### config.mk
export PLATFORM = sky130hd
export DESIGN_NAME = axi_wr_slave
export DESIGN_NICKNAME = d
export VERILOG_FILES = /design/src/axi_wr_pkg.sv /design/src/axi_wr_slave.sv /design/src/wresp_gen.sv /design/src/burst_engine.sv /design/src/aw_decode.sv /design/src/sync_fifo.sv
export SDC_FILE = /design/constraint.sdc
export NUM_CORES = 1
export LEC_CHECK = 0
export BUFFER_PORTS_ARGS = -buffer_cell sky130_fd_sc_hd__buf_2
export CAP_MARGIN = 10
export CORE_MARGIN = 2
export CORE_UTILIZATION = 60
export CTS_CLUSTER_DIAMETER = 150
export DETAILED_ROUTE_END_ITERATION = 8
export PLACE_DENSITY = 0.78
export RECOVER_POWER = 100
export SLEW_MARGIN = 20
export SYNTH_ARGS = -nofsm -noshare
export SYNTH_HDL_FRONTEND = slang
export SYNTH_SLANG_ARGS = --single-unit
### constraint.sdc
create_clock -name clk -period 9.5 [get_ports clk]
set_input_delay 0.95 -clock clk [delete_from_list [all_inputs] [get_ports clk]]
set_output_delay 0.95 -clock clk [all_outputs]
set_load 0.05 [all_outputs]
### src/axi_wr_pkg.sv
/*
 * Shared definitions for the AXI4 write slave: bus widths, FIFO depths,
 * burst and response encodings, and the channel payload structs.
 */
`default_nettype none

package axi_wr_pkg;

    // ----------------------------------------
    // Bus widths
    // ----------------------------------------
    localparam int ADDR_W   = 32;
    localparam int DATA_W   = 32;
    localparam int STRB_W   = DATA_W / 8;
    localparam int ID_W     = 4;
    localparam int LEN_W    = 8;
    localparam int SIZE_W   = 3;
    // Widest legal transfer is log2 of the bus byte count
    localparam int MAX_SIZE = 2;
    // Lowest address bit above a 4 KB page
    localparam int PAGE_BIT = 12;

    // ----------------------------------------
    // Buffer depths
    // ----------------------------------------
    localparam int AW_DEPTH = 4;
    localparam int W_DEPTH  = 16;
    localparam int B_DEPTH  = 4;

    // AXI4 AWBURST encoding, WRAP and RSVD run as INCR here
    typedef enum logic [1:0] {
        FIXED = 2'b00,
        INCR  = 2'b01,
        WRAP  = 2'b10,
        RSVD  = 2'b11
    } burst_e;

    // AXI4 BRESP encoding, only the two codes this slave returns
    typedef enum logic [1:0] {
        OKAY   = 2'b00,
        SLVERR = 2'b10
    } resp_e;

    // AW channel payload, 49 bits
    typedef struct packed {
        logic [ID_W-1:0]   id;
        logic [ADDR_W-1:0] addr;
        logic [LEN_W-1:0]  len;
        logic [SIZE_W-1:0] size;
        burst_e            burst;
    } aw_cmd_t;

    // W channel payload, 37 bits
    typedef struct packed {
        logic [DATA_W-1:0] data;
        logic [STRB_W-1:0] strb;
        logic              last;
    } w_beat_t;

    // B channel payload, 6 bits
    typedef struct packed {
        logic [ID_W-1:0] id;
        resp_e           resp;
    } b_resp_t;

    // One beat on the memory write port, 73 bits
    typedef struct packed {
        logic [ID_W-1:0]   id;
        logic [ADDR_W-1:0] addr;
        logic [DATA_W-1:0] data;
        logic [STRB_W-1:0] strb;
        logic              last;
    } mem_wr_t;

endpackage

`default_nettype wire
### src/axi_wr_slave.sv
/*
 * AXI4 write slave top: AW and W buffers, burst engine and
 * response stage.
 */
`timescale 1ns/1ps
`default_nettype none

module axi_wr_slave (
    input  wire logic                  clk,
    input  wire logic                  rst_n,
    // AXI4 write channels
    input  wire axi_wr_pkg::aw_cmd_t   aw,
    input  wire logic                  aw_valid,
    output logic                       aw_ready,
    input  wire axi_wr_pkg::w_beat_t   w,
    input  wire logic                  w_valid,
    output logic                       w_ready,
    output axi_wr_pkg::b_resp_t        b,
    output logic                       b_valid,
    input  wire logic                  b_ready,
    // Memory write port
    output axi_wr_pkg::mem_wr_t        mem,
    output logic                       mem_we,
    input  wire logic                  mem_ready
);

    axi_wr_pkg::aw_cmd_t           aw_head;
    axi_wr_pkg::w_beat_t           w_head;
    logic                          aw_full;
    logic                          aw_empty;
    logic                          aw_pop;
    logic                          w_full;
    logic                          w_empty;
    logic                          w_pop;
    logic                          resp_push;
    logic                          resp_size_err;
    logic [axi_wr_pkg::ID_W-1:0]   resp_id;
    logic                          resp_busy;

    // Ready whenever the buffer has room
    assign aw_ready = !aw_full;
    assign w_ready  = !w_full;

    sync_fifo #(
        .WIDTH ($bits(axi_wr_pkg::aw_cmd_t)),
        .DEPTH (axi_wr_pkg::AW_DEPTH)
    ) u_aw_fifo (
        .clk   (clk),
        .rst_n (rst_n),
        .push  (aw_valid && aw_ready),
        .din   (aw),
        .full  (aw_full),
        .pop   (aw_pop),
        .dout  (aw_head),
        .empty (aw_empty)
    );

    sync_fifo #(
        .WIDTH ($bits(axi_wr_pkg::w_beat_t)),
        .DEPTH (axi_wr_pkg::W_DEPTH)
    ) u_w_fifo (
        .clk   (clk),
        .rst_n (rst_n),
        .push  (w_valid && w_ready),
        .din   (w),
        .full  (w_full),
        .pop   (w_pop),
        .dout  (w_head),
        .empty (w_empty)
    );

    burst_engine u_burst_engine (
        .clk           (clk),
        .rst_n         (rst_n),
        .cmd           (aw_head),
        .cmd_empty     (aw_empty),
        .cmd_pop       (aw_pop),
        .beat          (w_head),
        .beat_empty    (w_empty),
        .beat_pop      (w_pop),
        .mem           (mem),
        .mem_we        (mem_we),
        .mem_ready     (mem_ready),
        .resp_push     (resp_push),
        .resp_size_err (resp_size_err),
        .resp_id       (resp_id),
        .resp_busy     (resp_busy)
    );

    wresp_gen u_wresp_gen (
        .clk      (clk),
        .rst_n    (rst_n),
        .push     (resp_push),
        .size_err (resp_size_err),
        .id       (resp_id),
        .busy     (resp_busy),
        .b        (b),
        .b_valid  (b_valid),
        .b_ready  (b_ready)
    );

endmodule

`default_nettype wire

### src/wresp_gen.sv
/*
 * Write response stage: response encoding, one-entry hold register
 * and the B channel FIFO.
 */
`timescale 1ns/1ps
`default_nettype none

module wresp_gen (
    input  wire logic                      clk,
    input  wire logic                      rst_n,
    input  wire logic                      push,
    input  wire logic                      size_err,
    input  wire logic [axi_wr_pkg::ID_W-1:0] id,
    output logic                           busy,
    output axi_wr_pkg::b_resp_t            b,
    output logic                           b_valid,
    input  wire logic                      b_ready
);

    axi_wr_pkg::b_resp_t new_resp;
    axi_wr_pkg::b_resp_t hold_resp;
    axi_wr_pkg::b_resp_t fifo_din;
    logic                hold_valid;
    logic                fifo_push;
    logic                fifo_full;
    logic                fifo_empty;

    always_comb begin
        new_resp.id   = id;
        new_resp.resp = size_err ? axi_wr_pkg::SLVERR : axi_wr_pkg::OKAY;
    end

    // Held entry drains first so order is kept
    assign fifo_din  = hold_valid ? hold_resp : new_resp;
    assign fifo_push = !fifo_full && (hold_valid || push);
    assign busy      = hold_valid;
    assign b_valid   = !fifo_empty;

    // ----------------------------------------
    // Hold register
    // ----------------------------------------
    always_ff @(posedge clk or negedge rst_n) begin
        if (!rst_n) begin
            hold_valid <= 1'b0;
        end else if (hold_valid) begin
            if (!fifo_full) hold_valid <= 1'b0;
        end else if (push && fifo_full) begin
            hold_valid <= 1'b1;
        end
    end

    always_ff @(posedge clk) begin
        if (push && fifo_full && !hold_valid) hold_resp <= new_resp;
    end

    sync_fifo #(
        .WIDTH ($bits(axi_wr_pkg::b_resp_t)),
        .DEPTH (axi_wr_pkg::B_DEPTH)
    ) u_b_fifo (
        .clk   (clk),
        .rst_n (rst_n),
        .push  (fifo_push),
        .din   (fifo_din),
        .full  (fifo_full),
        .pop   (b_valid && b_ready),
        .dout  (b),
        .empty (fifo_empty)
    );

endmodule

`default_nettype wire

### src/burst_engine.sv
/*
 * Write burst engine: FSM, beat counter and 4 KB guarded address
 * generator feeding the memory write port.
 */
`timescale 1ns/1ps
`default_nettype none

module burst_engine (
    input  wire logic                      clk,
    input  wire logic                      rst_n,
    input  wire axi_wr_pkg::aw_cmd_t       cmd,
    input  wire logic                      cmd_empty,
    output logic                           cmd_pop,
    input  wire axi_wr_pkg::w_beat_t       beat,
    input  wire logic                      beat_empty,
    output logic                           beat_pop,
    output axi_wr_pkg::mem_wr_t            mem,
    output logic                           mem_we,
    input  wire logic                      mem_ready,
    output logic                           resp_push,
    output logic                           resp_size_err,
    output logic [axi_wr_pkg::ID_W-1:0]    resp_id,
    input  wire logic                      resp_busy
);

    typedef enum logic [1:0] {
        ST_FIRST,
        ST_BURST,
        ST_RESP
    } state_e;

    state_e                         state;
    logic [axi_wr_pkg::LEN_W-1:0]   cnt;
    // Latched command and decode results
    logic [axi_wr_pkg::ID_W-1:0]    id_q;
    logic [axi_wr_pkg::LEN_W-1:0]   len_q;
    logic [axi_wr_pkg::ADDR_W-1:0]  start_q;
    logic [axi_wr_pkg::ADDR_W-1:0]  incr_q;
    logic                           size_err_q;
    logic [axi_wr_pkg::ADDR_W-1:0]  addr_q;
    // Decode of the FIFO head
    logic [axi_wr_pkg::ADDR_W-1:0]  dec_aligned;
    logic [axi_wr_pkg::ADDR_W-1:0]  dec_incr;
    logic                           dec_size_err;
    // Address path
    logic [axi_wr_pkg::ADDR_W-1:0]  cur_addr;
    logic [axi_wr_pkg::ADDR_W-1:0]  page_ref;
    logic [axi_wr_pkg::ADDR_W-1:0]  sum_addr;
    logic [axi_wr_pkg::ADDR_W-1:0]  nxt_addr;
    logic                           first;
    logic                           last_beat;

    aw_decode u_aw_decode (
        .cmd          (cmd),
        .aligned_addr (dec_aligned),
        .incr         (dec_incr),
        .size_err     (dec_size_err)
    );

    assign first = (state == ST_FIRST);

    // ----------------------------------------
    // Beat issue
    // ----------------------------------------
    // First beat also needs a command, later beats only W data
    assign mem_we    = mem_ready && !beat_empty &&
                       ((first && !cmd_empty) || state == ST_BURST);
    assign beat_pop  = mem_we;
    assign cmd_pop   = mem_we && first;
    assign last_beat = first ? (cmd.len == '0) : (cnt == len_q);

    assign resp_push     = mem_we && last_beat;
    assign resp_size_err = first ? dec_size_err : size_err_q;
    assign resp_id       = first ? cmd.id : id_q;

    // Beat 0 uses the raw start address
    assign cur_addr = first ? cmd.addr : addr_q;
    assign page_ref = first ? cmd.addr : start_q;

    always_comb begin
        mem.id   = resp_id;
        mem.addr = cur_addr;
        mem.data = beat.data;
        mem.strb = beat.strb;
        // W last goes through unchecked
        mem.last = beat.last;
    end

    // ----------------------------------------
    // Next address with 4 KB guard
    // ----------------------------------------
    always_comb begin
        sum_addr = (first ? dec_aligned : addr_q) + (first ? dec_incr : incr_q);
        if (sum_addr[axi_wr_pkg::ADDR_W-1:axi_wr_pkg::PAGE_BIT] ==
            page_ref[axi_wr_pkg::ADDR_W-1:axi_wr_pkg::PAGE_BIT]) begin
            nxt_addr = sum_addr;
        end else begin
            // Would leave the page, repeat the previous beat address
            nxt_addr = cur_addr;
        end
    end

    always_ff @(posedge clk or negedge rst_n) begin
        if (!rst_n) begin
            state <= ST_FIRST;
            cnt   <= '0;
        end else begin
            case (state)
                ST_FIRST: if (mem_we) begin
                    cnt   <= axi_wr_pkg::LEN_W'(1);
                    state <= last_beat ? ST_RESP : ST_BURST;
                end
                ST_BURST: if (mem_we) begin
                    cnt   <= cnt + 1'b1;
                    state <= last_beat ? ST_RESP : ST_BURST;
                end
                // Wait until the response has left the hold register
                ST_RESP: if (!resp_busy) state <= ST_FIRST;
                default: state <= ST_FIRST;
            endcase
        end
    end

    always_ff @(posedge clk) begin
        if (cmd_pop) begin
            id_q       <= cmd.id;
            len_q      <= cmd.len;
            start_q    <= cmd.addr;
            incr_q     <= dec_incr;
            size_err_q <= dec_size_err;
        end
        if (mem_we) addr_q <= nxt_addr;
    end

endmodule

`default_nettype wire

### src/aw_decode.sv
/*
 * AW command decode: aligned start address, per-beat increment and
 * transfer size check.
 */
`timescale 1ns/1ps
`default_nettype none

module aw_decode (
    input  wire axi_wr_pkg::aw_cmd_t         cmd,
    output logic [axi_wr_pkg::ADDR_W-1:0]    aligned_addr,
    output logic [axi_wr_pkg::ADDR_W-1:0]    incr,
    output logic                             size_err
);

    logic [axi_wr_pkg::ADDR_W-1:0] align_mask;

    // ----------------------------------------
    // Alignment
    // ----------------------------------------
    // Clear the low size bits of the start address
    always_comb begin
        align_mask   = {axi_wr_pkg::ADDR_W{1'b1}} << cmd.size;
        aligned_addr = cmd.addr & align_mask;
    end

    // ----------------------------------------
    // Increment
    // ----------------------------------------
    // FIXED holds the address, every other type steps by the byte count
    always_comb begin
        if (cmd.burst == axi_wr_pkg::FIXED) begin
            incr = '0;
        end else begin
            incr = axi_wr_pkg::ADDR_W'(1) << cmd.size;
        end
    end

    // Transfer wider than the data bus
    assign size_err = (cmd.size > axi_wr_pkg::SIZE_W'(axi_wr_pkg::MAX_SIZE));

endmodule

`default_nettype wire

### src/sync_fifo.sv
/*
 * Single-clock FIFO with occupancy count and a head-of-queue read port.
 */
`timescale 1ns/1ps
`default_nettype none

module sync_fifo #(
    parameter int WIDTH = 8,
    parameter int DEPTH = 4
) (
    input  wire logic             clk,
    input  wire logic             rst_n,
    input  wire logic             push,
    input  wire logic [WIDTH-1:0] din,
    output logic                  full,
    input  wire logic             pop,
    output logic      [WIDTH-1:0] dout,
    output logic                  empty
);

    // Storage array, payload only
    logic [WIDTH-1:0]           mem [DEPTH];
    logic [$clog2(DEPTH)-1:0]   wr_ptr;
    logic [$clog2(DEPTH)-1:0]   rd_ptr;
    logic [$clog2(DEPTH+1)-1:0] count;
    logic                       do_push;
    logic                       do_pop;

    // Ignore writes when full and reads when empty
    assign do_push = push && !full;
    assign do_pop  = pop && !empty;

    assign full  = (count == DEPTH);
    assign empty = (count == '0);
    // Head entry is visible the cycle after it was written
    assign dout  = mem[rd_ptr];

    always_ff @(posedge clk) begin
        if (do_push) begin
            mem[wr_ptr] <= din;
        end
    end

    // ----------------------------------------
    // Pointers and occupancy
    // ----------------------------------------
    always_ff @(posedge clk or negedge rst_n) begin
        if (!rst_n) begin
            wr_ptr <= '0;
            rd_ptr <= '0;
            count  <= '0;
        end else begin
            if (do_push) begin
                wr_ptr <= (wr_ptr == DEPTH - 1) ? '0 : wr_ptr + 1'b1;
            end
            if (do_pop) begin
                rd_ptr <= (rd_ptr == DEPTH - 1) ? '0 : rd_ptr + 1'b1;
            end
            // Simultaneous push and pop leave the count unchanged
            case ({do_push, do_pop})
                2'b10:   count <= count + 1'b1;
                2'b01:   count <= count - 1'b1;
                default: count <= count;
            endcase
        end
    end

endmodule

`default_nettype wire

# Word-level counts from Yosys, hierarchy flattened

Memory sizes are Yosys's and may differ from the RTL's.
Index checks and enable logic that the tools add are counted.

Register bits after elaboration: 153
Input port bits: 92
Logic and storage cells: 139
Memory bits (writable): 812
Memories: 3
Output and inout port bits: 83

Memory list:

| name                     | depth | width | read ports | clocked after Yosys merged registers in | write ports | line            | RTL |
|---|---|---|---|---|---|---|---|
| u_w_fifo.mem             | 16    | 37    | 1          | 0                                       | 1           | sync_fifo.sv:22 | `logic [WIDTH-1:0] mem [DEPTH];` |
| u_aw_fifo.mem            | 4     | 49    | 1          | 0                                       | 1           | sync_fifo.sv:22 |  |
| u_wresp_gen.u_b_fifo.mem | 4     | 6     | 1          | 0                                       | 1           | sync_fifo.sv:22 |  |

Bitwise logic cells: 1
Magnitude comparators: 1
Mux-type cells: 36
Equal/unequal tests: 23
Reductions and logical operators: 39
Shifts and indexed selects: 2
Add/sub/neg operators: 14

Operators by type and width:

| operator                                                               | number |
|---|---|
| 32-bit two-way mux                                                     | 6 |
| 32-bit adder                                                           | 1 |
| 32-bit AND                                                             | 1 |
| 1-bit by 3-bit left shift with 32-bit output (first input constant)    | 1 |
| 32-bit by 3-bit left shift with 32-bit output (first input constant)   | 1 |
| 20-bit equality test                                                   | 1 |
| 1-bit logical AND                                                      | 17 |
| 2-bit equality test (second input constant)                            | 8 |
| 2-bit two-way mux                                                      | 8 |
| 8-bit two-way mux                                                      | 2 |
| 8-bit one-hot mux with 2 select lines                                  | 1 |
| 4-bit two-way mux                                                      | 3 |
| 3-bit one-hot mux with 2 select lines                                  | 2 |
| 1-bit two-way mux                                                      | 11 |
| 5-bit one-hot mux with 2 select lines                                  | 1 |
| 2-bit by 1-bit adder with 2-bit output (second input constant)         | 4 |
| 4-bit by 1-bit adder with 4-bit output (second input constant)         | 2 |
| 8-bit by 1-bit adder with 8-bit output (second input constant)         | 1 |
| 2-bit by 1-bit equality test with 1-bit output (second input constant) | 4 |
| 4-bit equality test (second input constant)                            | 2 |
| 8-bit equality test                                                    | 1 |
| 8-bit logical NOT                                                      | 1 |
| 2-bit nonzero test                                                     | 4 |
| 1-bit logical NOT                                                      | 7 |
| other kinds (18)                                                       | 26 |

# Longest topological paths before layout

Gate-level depths: netlist (run 1).

Depth in word-level cells: 11
Gate-level depth with buffers: 23
Depth with buffers taken out: 17

# Cells and area by module

A second synthesis (run 1) with hierarchy kept.

Cell total of the unflattened synthesis: 2485
Area, all modules: 41310.9 µm²

Modules (own cells, without submodules):

| module                            | cells an instance | seq. area each (µm²) | area each (µm²) | instances |
|---|---|---|---|---|
| sync_fifo at u_w_fifo             | 1082              | 18102.4              | 23397.4         | 1 |
| burst_engine                      | 935               | 3163.0               | 8122.8          | 1 |
| sync_fifo at u_aw_fifo            | 297               | 6060.8               | 7579.8          | 1 |
| sync_fifo at u_wresp_gen.u_b_fifo | 73                | 895.9                | 1326.3          | 1 |
| aw_decode                         | 76                | 0.0                  | 561.8           | 1 |
| wresp_gen                         | 18                | 175.2                | 302.8           | 1 |
| axi_wr_slave                      | 4                 | 0.0                  | 20.0            | 1 |

# Least setup slack after synthesis (run 1)

OpenSTA, ideal clock, no wires.

Kind: flip-flop to flip-flop
Start: register u_aw_fifo.rd_ptr[0]
End: register u_burst_engine.addr_q[13] (netlist bit), data pin
Stages on the path, launching flop included: 22
Clock period less this slack: 6.043 ns
Data required time: 9.189 ns
Library setup time: 0.311 ns
Path slack: 3.457 ns
Path buffers: 5
Arrival: 5.732 ns
Cells stage by stage: dfrtp_1 -> buf_6 -> buf_4 -> buf_1 -> buf_1 -> mux4_2 -> nand2_1 -> nand2_1 -> and2_1 -> ha_1 -> fa_1 -> a21o_1 -> a21oi_1 -> o31a_1 -> nor4_2 -> or3_1 -> o211ai_1 -> nand4_1 -> nor3_4 -> buf_4 -> nand2_1 -> xnor2_1

Word-level cells in the longest chain between the ends: 7
Elaborated cells on any way between the ends: 13
Classes of those cells: 1 x add/sub; 1 x eq/ne; 2 x shift; 6 x mux; 1 x bitwise; 1 x reduce/logical; 1 x memory

RTL lines:

| item                                                                        | line                             | RTL |
|---|---|---|
| start: declaration                                                          | sync_fifo.sv:24                  | `logic [$clog2(DEPTH)-1:0] rd_ptr;` |
| start signal: assignment                                                    | sync_fifo.sv:57                  | `rd_ptr <= (rd_ptr == DEPTH - 1) ? '0 : rd_ptr + 1'b1;` |
| memory read 4 x 49 bit *                                                    | n/a                              |  |
| 32-bit by 3-bit left shift with 32-bit output, or another cell as far along | aw_decode.sv:22                  | `align_mask = {axi_wr_pkg::ADDR_W{1'b1}} << cmd.size;` |
| 32-bit AND or 32-bit two-way mux (tied branches)                            | aw_decode.sv:23, aw_decode.sv:31 |  |
| 32-bit two-way mux                                                          | burst_engine.sv:93               | `sum_addr = (first ? dec_aligned : addr_q) + (first ? dec_incr : incr_q);` |
| 32-bit adder                                                                | burst_engine.sv:93               |  |
| 20-bit equality test                                                        | burst_engine.sv:94               | `if (sum_addr[axi_wr_pkg::ADDR_W-1:axi_wr_pkg::PAGE_BIT] ==` |
| 32-bit two-way mux *                                                        | burst_engine.sv:94               |  |
| net u_burst_engine.nxt_addr (one bit)                                       | burst_engine.sv:49               | `logic [axi_wr_pkg::ADDR_W-1:0] nxt_addr;` |
| end signal: assignment                                                      | burst_engine.sv:132              | `if (mem_we) addr_q <= nxt_addr;` |
| end: declaration                                                            | burst_engine.sv:40               | `logic [axi_wr_pkg::ADDR_W-1:0] addr_q;` |

The timed path passes the listed nets; every way through them passes the cells marked *.
A chain may end at the register's enable or synchronous reset.

# Worst setup path in the final report (run 1)

Start: register u_aw_fifo.rd_ptr[1]
End: register u_burst_engine.addr_q[0] (netlist bit), data pin

The elaborated chain is that of the path after synthesis.

==> results.sh, run 1 <==
export IMPL_wl_per_cell_um=25.3
export IMPL_yosysUniqueCellTypes=70
export IMPL_gp_congestion=0.913
export IMPL_synth_area_sq_um=37600
export IMPL_first_pass_iters=5
export IMPL_die_area_sq_um=64700
export IMPL_cts_sinks=924
export IMPL_clkLatencyLatePin_ns=0.65
export IMPL_io_pins=175
export IMPL_yosysTopAreaCell="edfxtp_1"
export IMPL_clock_fmax_ghz=0.134
export IMPL_totalWireLength_um=82500
export IMPL_yosysMostFrequentCell="edfxtp_1"
export IMPL_slew_headroom=-1.35
export IMPL_synth_top_cell_area_share=0.707
export IMPL_power_density_nw_per_um2=341
export IMPL_path_buf_inv=2
export IMPL_grt_pass1_wl_um=124000
export IMPL_die_w_um=254
export IMPL_critical_path_peak_fanout=27
export IMPL_maxSlewViolCount=995
export IMPL_synth_area_leaders="edfxtp_1, mux4_2, mux2i_1"
export IMPL_row_count=91
export IMPL_fin_skew_ns=0.0257
export IMPL_min_period_ns=7.48
export IMPL_violations="capacitance limit, slew limit"
export IMPL_drt_iter0_markers=2332
export IMPL_antenna_left=0
export IMPL_min_period_over_period=0.787
export IMPL_areaGrowthSynthToFinish_pct=11.8
export IMPL_yosysSeqAreaShare=0.732
export IMPL_syn_area_per_cell_sq_um=17.5
export IMPL_setup_tns_ns=0
export IMPL_worst_slew_pin_slew_ns=3.53
export IMPL_synth_edf_count=886
export IMPL_die_h_um=254
export IMPL_cts_setup_buffers=0
export IMPL_via_count=20476
export IMPL_cts_tree="yes"
export IMPL_route_detailed_drc=0
export IMPL_critPathTopFamily="buffers and inverters"
export IMPL_status="finished, violations left"
export IMPL_synth_nets=2279
export IMPL_n_fill_cell=4029
export IMPL_post_route_util=0.681
export IMPL_hold_viol_final=0
export IMPL_synthTopCellsByCount="edfxtp_1, nand2_1, mux2i_1, mux4_2, o21ai_0"
export IMPL_cts_repair_resized=0
export IMPL_cts_buffer_depth=3
export IMPL_ys_dominant_reg_cell="edfxtp_1"
export IMPL_final_layout_size_suffix_gt1_frac=0.143
export IMPL_setup_viol_count_final=0
export IMPL_ir_drop_v=0.000287
export IMPL_cts_buffers_inserted=89
export IMPL_start_kind="flip-flop"
export IMPL_core_sq_um=61800
export IMPL_clockRootBuffer="clkbuf_16"
export IMPL_cts_hold_fix_buffers=0
export IMPL_hold_class="reg -> reg"
export IMPL_via_per_inst=6.27
export IMPL_overflow=0
export IMPL_cp_arrival_ns=7.87
export IMPL_dp_hpwl_um=46600
export IMPL_finalHoldWorstSlack_ns=0.492
export IMPL_cp_cell_sequence="clkbuf_1, mux4_2, or2_0, o31ai_1, ha_1, fa_1, a21o_1, a21oi_1, o31a_1, nor3_2, o21ai_0, a211oi_1, nand4_1, nor3_4, buf_4, mux2_2"
export IMPL_grt_max_degree=123
export IMPL_critPathRequiredTime_ns=9.89
export IMPL_io_buffers=173
export IMPL_syn_inst=2153
export IMPL_htree_levels=3
export IMPL_num_nets_final=2480
export IMPL_maxCapViolCount=36
export IMPL_cp_end_kind="flip-flop"
export IMPL_antenna_found_initial=4
export IMPL_ys_seq_elements=924
export IMPL_start_util=0.609
export IMPL_rsz0062_at_grt="false"
export IMPL_crit_path_max_incr_delay_ns=1.34
export IMPL_cts_clk_slew_worst_paths_ns=0.06
export IMPL_critical_path_slowest_cell="clkbuf_1"
export IMPL_async_reset_ff_frac=0.0411
export IMPL_ys_warn_count=0
export IMPL_worst_setup_path_type="reg -> reg"
export IMPL_p_leak_nw=14.0
export IMPL_power_w=0.0144
export IMPL_grt_pass1_vias=20910
export IMPL_track_usage=0.258
==> routing by layer <==
metal / track usage / vias to the layer above / part of all wire
li1: - / 8966 / -
met1: 0.350 / 10459 / 0.39
met2: 0.432 / 894 / 0.51
met3: 0.0433 / 155 / 0.074
met4: 0.0855 / 2 / 0.026
met5: 0 / - / 0.00016
==> registers in the layout, summed over array words and instances (netlist names), 2 cells and up <==
register                     count
u_w_fifo.count                   5
u_wresp_gen.u_b_fifo.rd_ptr      2
u_wresp_gen.u_b_fifo.count       3
u_burst_engine.start_q          20
u_burst_engine.state             2
u_burst_engine.cnt               8
u_w_fifo.wr_ptr                  4
u_burst_engine.id_q              4
u_wresp_gen.u_b_fifo.wr_ptr      2
u_w_fifo.rd_ptr                  4
u_burst_engine.addr_q           32
u_aw_fifo.wr_ptr                 2
u_burst_engine.incr_q            8
u_wresp_gen.hold_resp            5
u_aw_fifo.count                  3
u_w_fifo.mem                   592
u_wresp_gen.u_b_fifo.mem        20
u_burst_engine.len_q             8
u_aw_fifo.mem                  196
u_aw_fifo.rd_ptr                 2
==> cells by family after synthesis <==
family / after synthesis / synth area share
AO/OA/AOI/OAI: 316 / 0.0544
XOR/XNOR: 78 / 0.0182
adder cells (fa/ha/maj): 34 / 0.0121
buffers and inverters: 140 / 0.0153
flip-flops: 924 / 0.732
multiplexers: 300 / 0.122
other: 1 / 0.0000997
AND/OR/NAND/NOR: 360 / 0.0455
==> path summary, 6_finish.rpt <==
| check | to | startpoint | cells after the start | slack (ns) |
|---|---|---|---|---|
| min | u_w_fifo.count[4]$_DFFE_PN0P_ | u_w_fifo.count[4]$_DFFE_PN0P_ | 1 | 0.49 |
| min reg2reg | u_w_fifo.count[4]$_DFFE_PN0P_ | u_w_fifo.count[4]$_DFFE_PN0P_ | 1 | 0.49 |
| max | u_burst_engine.addr_q[0]$_DFFE_PP_ | u_aw_fifo.rd_ptr[1]$_DFFE_PN0P_ | 16 | 2.02 |
| min in group asynchronous | u_aw_fifo.rd_ptr[0]$_DFFE_PN0P_ | rst_n | 1 | 1.06 |
| max reg2reg | u_burst_engine.addr_q[0]$_DFFE_PP_ | u_aw_fifo.rd_ptr[1]$_DFFE_PN0P_ | 16 | 2.02 |
| max in group asynchronous | u_w_fifo.rd_ptr[1]$_DFFE_PN0P_ | rst_n | 1 | 6.65 |
==> cell usage in the layout, fill, tap and decap left out, types with 8 or more instances in the layout <==
cell / count
buf_4: 10
mux2i_1: 127
nand2_1: 166
dfrtp_1: 35
nand4_1: 9
clkbuf_16: 89
nor3_1: 18
and3_1: 8
bufinv_16: 8
clkbuf_1: 211
ha_1: 30
buf_2: 10
a21oi_1: 62
mux4_2: 120
nor2_1: 56
a31oi_1: 10
o21ai_0: 104
mux2_2: 43
xnor2_1: 53
o31ai_1: 11
xor2_1: 25
a22oi_1: 38
mux2_1: 8
nand2b_1: 11
inv_1: 33
clkinv_1: 13
a221oi_1: 37
clkinv_2: 21
nand3_1: 29
edfxtp_1: 886
a21o_1: 9
==> where the power goes <==
| group | internal [W] | switching [W] |
|---|---|---|
| clock network | 0.00197 | 0.00150 |
| logic | 0.00167 | 0.00361 |
| registers | 0.00523 | 0.000384 |
==> final cells by class <==
cell class | instances | area, sq um | share of cell area
flip-flops and latches | 924 | 27600 | 0.655
repair buffers | 216 | 901 | 0.0214
inverters | 34 | 128 | 0.00303
well taps | 837 | 1050 | 0.0249
multi-input cells | 1089 | 9550 | 0.227
clock buffers | 108 | 2320 | 0.0551
diodes | 3 | 7.51 | 0.000178
clock inverters | 54 | 562 | 0.0134
==> per-stage QoR <==
stage	setup slack (ns)	cells	cell area (sq um)
floorplan	3.46	2153	37600
detailed placement	3.38	3099	39600
CTS	3.35	3261	42500
global route	1.56	3265	42100
global placement	3.46	3099	39600
finish	2.02	3265	42100
Note: power is estimated with default switching activity, not from simulation.
==> run 2: changes to the inputs <==
==> constraint.sdc (replaced) <==
create_clock -name clk -period 6.9 [get_ports clk]
set_input_delay 0.69 -clock clk [delete_from_list [all_inputs] [get_ports clk]]
set_output_delay 0.69 -clock clk [all_outputs]
set_load 0.05 [all_outputs]
==> results.sh, run 2 (synthesized netlist as in run 1, its figures left out) <==
export IMPL_rsz0062_at_grt="false"
export IMPL_maxSlewViolCount=929
export IMPL_final_area_sq_um=42100
export IMPL_drt_iter0_markers=2098
export IMPL_worst_setup_path_type="reg -> reg"
export IMPL_via_count=20464
export IMPL_violations="capacitance limit, slew limit"
export IMPL_hold_class="in -> reg"
export IMPL_cts_repair_resized=0
export IMPL_mostFrequentLayoutCells="edfxtp_1, clkbuf_1, nand2_1"
export IMPL_ff2ff_path_depth=11
export IMPL_antenna_left=0
export IMPL_route_detailed_drc=0
export IMPL_regArea_sq_um=27600
export IMPL_fin_cells=3262
export IMPL_first_pass_iters=5
export IMPL_grt_pass1_wl_um=126000
export IMPL_gp_congestion=0.919
export IMPL_min_period_over_period=0.917
export IMPL_via_per_inst=6.27
export IMPL_cp_arrival_ns=6.69
export IMPL_cp_end_kind="flip-flop"
export IMPL_multi_input_area_sq_um=9560
export IMPL_overflow=0
export IMPL_row_count=91
export IMPL_start_kind="flip-flop"
export IMPL_final_common_cell="edfxtp_1"
export IMPL_setup_tns_ns=0
export IMPL_critical_path_peak_fanout=32
export IMPL_grt_max_degree=99
export IMPL_cts_tree="yes"
export IMPL_wl_per_cell_um=25.5
export IMPL_dp_hpwl_um=46400
export IMPL_clock_fmax_ghz=0.158
export IMPL_worst_r2r_setup_slack_ns=0.58
export IMPL_holdPathStages=1
export IMPL_die_w_um=254
export IMPL_critPathRequiredTime_ns=7.26
export IMPL_die_h_um=254
export IMPL_crit_path_max_incr_delay_ns=1.34
export IMPL_final_layout_size_suffix_gt1_frac=0.143
export IMPL_top_regs="u_w_fifo.mem x592, u_aw_fifo.mem x196, u_burst_engine.addr_q x32"
export IMPL_num_nets_final=2474
export IMPL_track_usage=0.261
export IMPL_cts_setup_buffers=0
export IMPL_min_period_ns=6.32
export IMPL_cts_sinks=924
export IMPL_rr_startpoint="u_aw_fifo.rd_ptr[1]$_DFFE_PN0P_"
export IMPL_clkLatencyLatePin_ns=0.64
export IMPL_maxCapViolCount=26
export IMPL_power_density_nw_per_um2=471
export IMPL_fin_skew_ns=0.0306
export IMPL_largest_register_ffs=592
export IMPL_slew_headroom=-1.39
export IMPL_critical_path_slowest_cell="clkbuf_1"
export IMPL_n_fill_cell=4034
export IMPL_cts_buffers_inserted=89
export IMPL_cts_buffer_depth=3
export IMPL_areaGrowthSynthToFinish_pct=11.8
export IMPL_r2r_end="u_burst_engine.addr_q[1]$_DFFE_PP_"
export IMPL_die_area_sq_um=64700
export IMPL_hold_viol_final=0
export IMPL_worst_slew_pin_slew_ns=3.58
export IMPL_regMostFlops="u_w_fifo.mem"
export IMPL_io_buffers=173
export IMPL_grt_pass1_vias=20956
export IMPL_hold_end="u_aw_fifo.mem[3][40]$_DFFE_PP_"
export IMPL_htree_levels=3
export IMPL_core_sq_um=61800
export IMPL_hp_start="aw[40]"
export IMPL_totalWireLength_um=83200
export IMPL_clockRootBuffer="clkbuf_16"
export IMPL_status="finished, violations left"
export IMPL_start_util=0.609
export IMPL_p_leak_nw=14.0
export IMPL_cp_cell_sequence="clkbuf_1, mux4_2, inv_2, o31a_1, nor4_2, nand3_1, o32ai_1, nand4_1, nor3_4, buf_4, mux2_2"
export IMPL_antenna_found_initial=8
export IMPL_post_route_util=0.680
export IMPL_placed_area_sq_um=39600
export IMPL_io_pins=175
export IMPL_setup_viol_count_final=0
export IMPL_cts_clk_slew_worst_paths_ns=0.06
export IMPL_ir_drop_v=0.000409
export IMPL_placed_cells=3094
export IMPL_cts_hold_fix_buffers=0
## run 2: cell types whose count changed in the layout (fill, tap and decap cells not counted), sizes merged
cell and change:
bufinv +1, clkinv -4, inv -2, buf -2
diode +1, clkbuf +3
## run 2: worst max-delay path by stage
stage	from	endpoint	slack [ns]	cells after the start
floorplan	u_aw_fifo.rd_ptr[0]$_DFFE_PN0P_	u_burst_engine.addr_q[13]$_DFFE_PP_	0.86	21
global placement	u_aw_fifo.rd_ptr[0]$_DFFE_PN0P_	u_burst_engine.addr_q[1]$_DFFE_PP_	1.08	16
detailed placement	u_aw_fifo.rd_ptr[0]$_DFFE_PN0P_	u_burst_engine.addr_q[1]$_DFFE_PP_	0.94	16
CTS	u_aw_fifo.rd_ptr[0]$_DFFE_PN0P_	u_burst_engine.addr_q[1]$_DFFE_PP_	0.90	16
global route	u_aw_fifo.rd_ptr[1]$_DFFE_PN0P_	u_burst_engine.addr_q[29]$_DFFE_PP_	0.27	15
finish	u_aw_fifo.rd_ptr[1]$_DFFE_PN0P_	u_burst_engine.addr_q[1]$_DFFE_PP_	0.58	11
## run 2: power by group
| part | switching (W) | internal (W) | leakage [nW] | total, W |
|---|---|---|---|---|
| registers | 0.000647 | 0.00721 | 8.52 | 0.00785 |
| clock network | 0.00205 | 0.00277 | 1.40 | 0.00482 |
| logic | 0.00490 | 0.00226 | 4.05 | 0.00715 |
## run 2: through the flow
stage               power, W  hold WS, ns  setup slack (ns)
finish                0.0198        0.302             0.576
CTS                   0.0200        0.229             0.904
global route          0.0207        0.303             0.266
global placement      0.0150        0.479              1.08
detailed placement    0.0152        0.486             0.945
floorplan             0.0131        0.394             0.857
## run 2: routing by layer
| layer | up-vias | GRT usage | wire, um |
|---|---|---|---|
| li1 | 8943 | - | - |
| met1 | 10559 | 0.355 | 33400 |
| met2 | 798 | 0.427 | 41500 |
| met3 | 156 | 0.0468 | 5950 |
| met4 | 8 | 0.103 | 2280 |
| met5 | - | 0 | 46 |
## run 2: cell type report
type,count,share of cell area
multi-input cells,1089,0.227
flip-flops and latches,924,0.655
repair buffers,210,0.0207
inverters,34,0.00303
diodes,4,0.000238
clock buffers,115,0.0562
well taps,837,0.0249
clock inverters,49,0.0125
## run 2: worst max-delay path, delay by kind of cell (launching register included)
| kind | cells | cell delay (ns) |
|---|---|---|
| DFF | 1 | 1.29 |
| AOI/OAI and AO/OA | 2 | 0.76 |
| buffers and inverters | 3 | 1.81 |
| and+or+nand+nor | 4 | 1.12 |
| muxes | 2 | 1.01 |
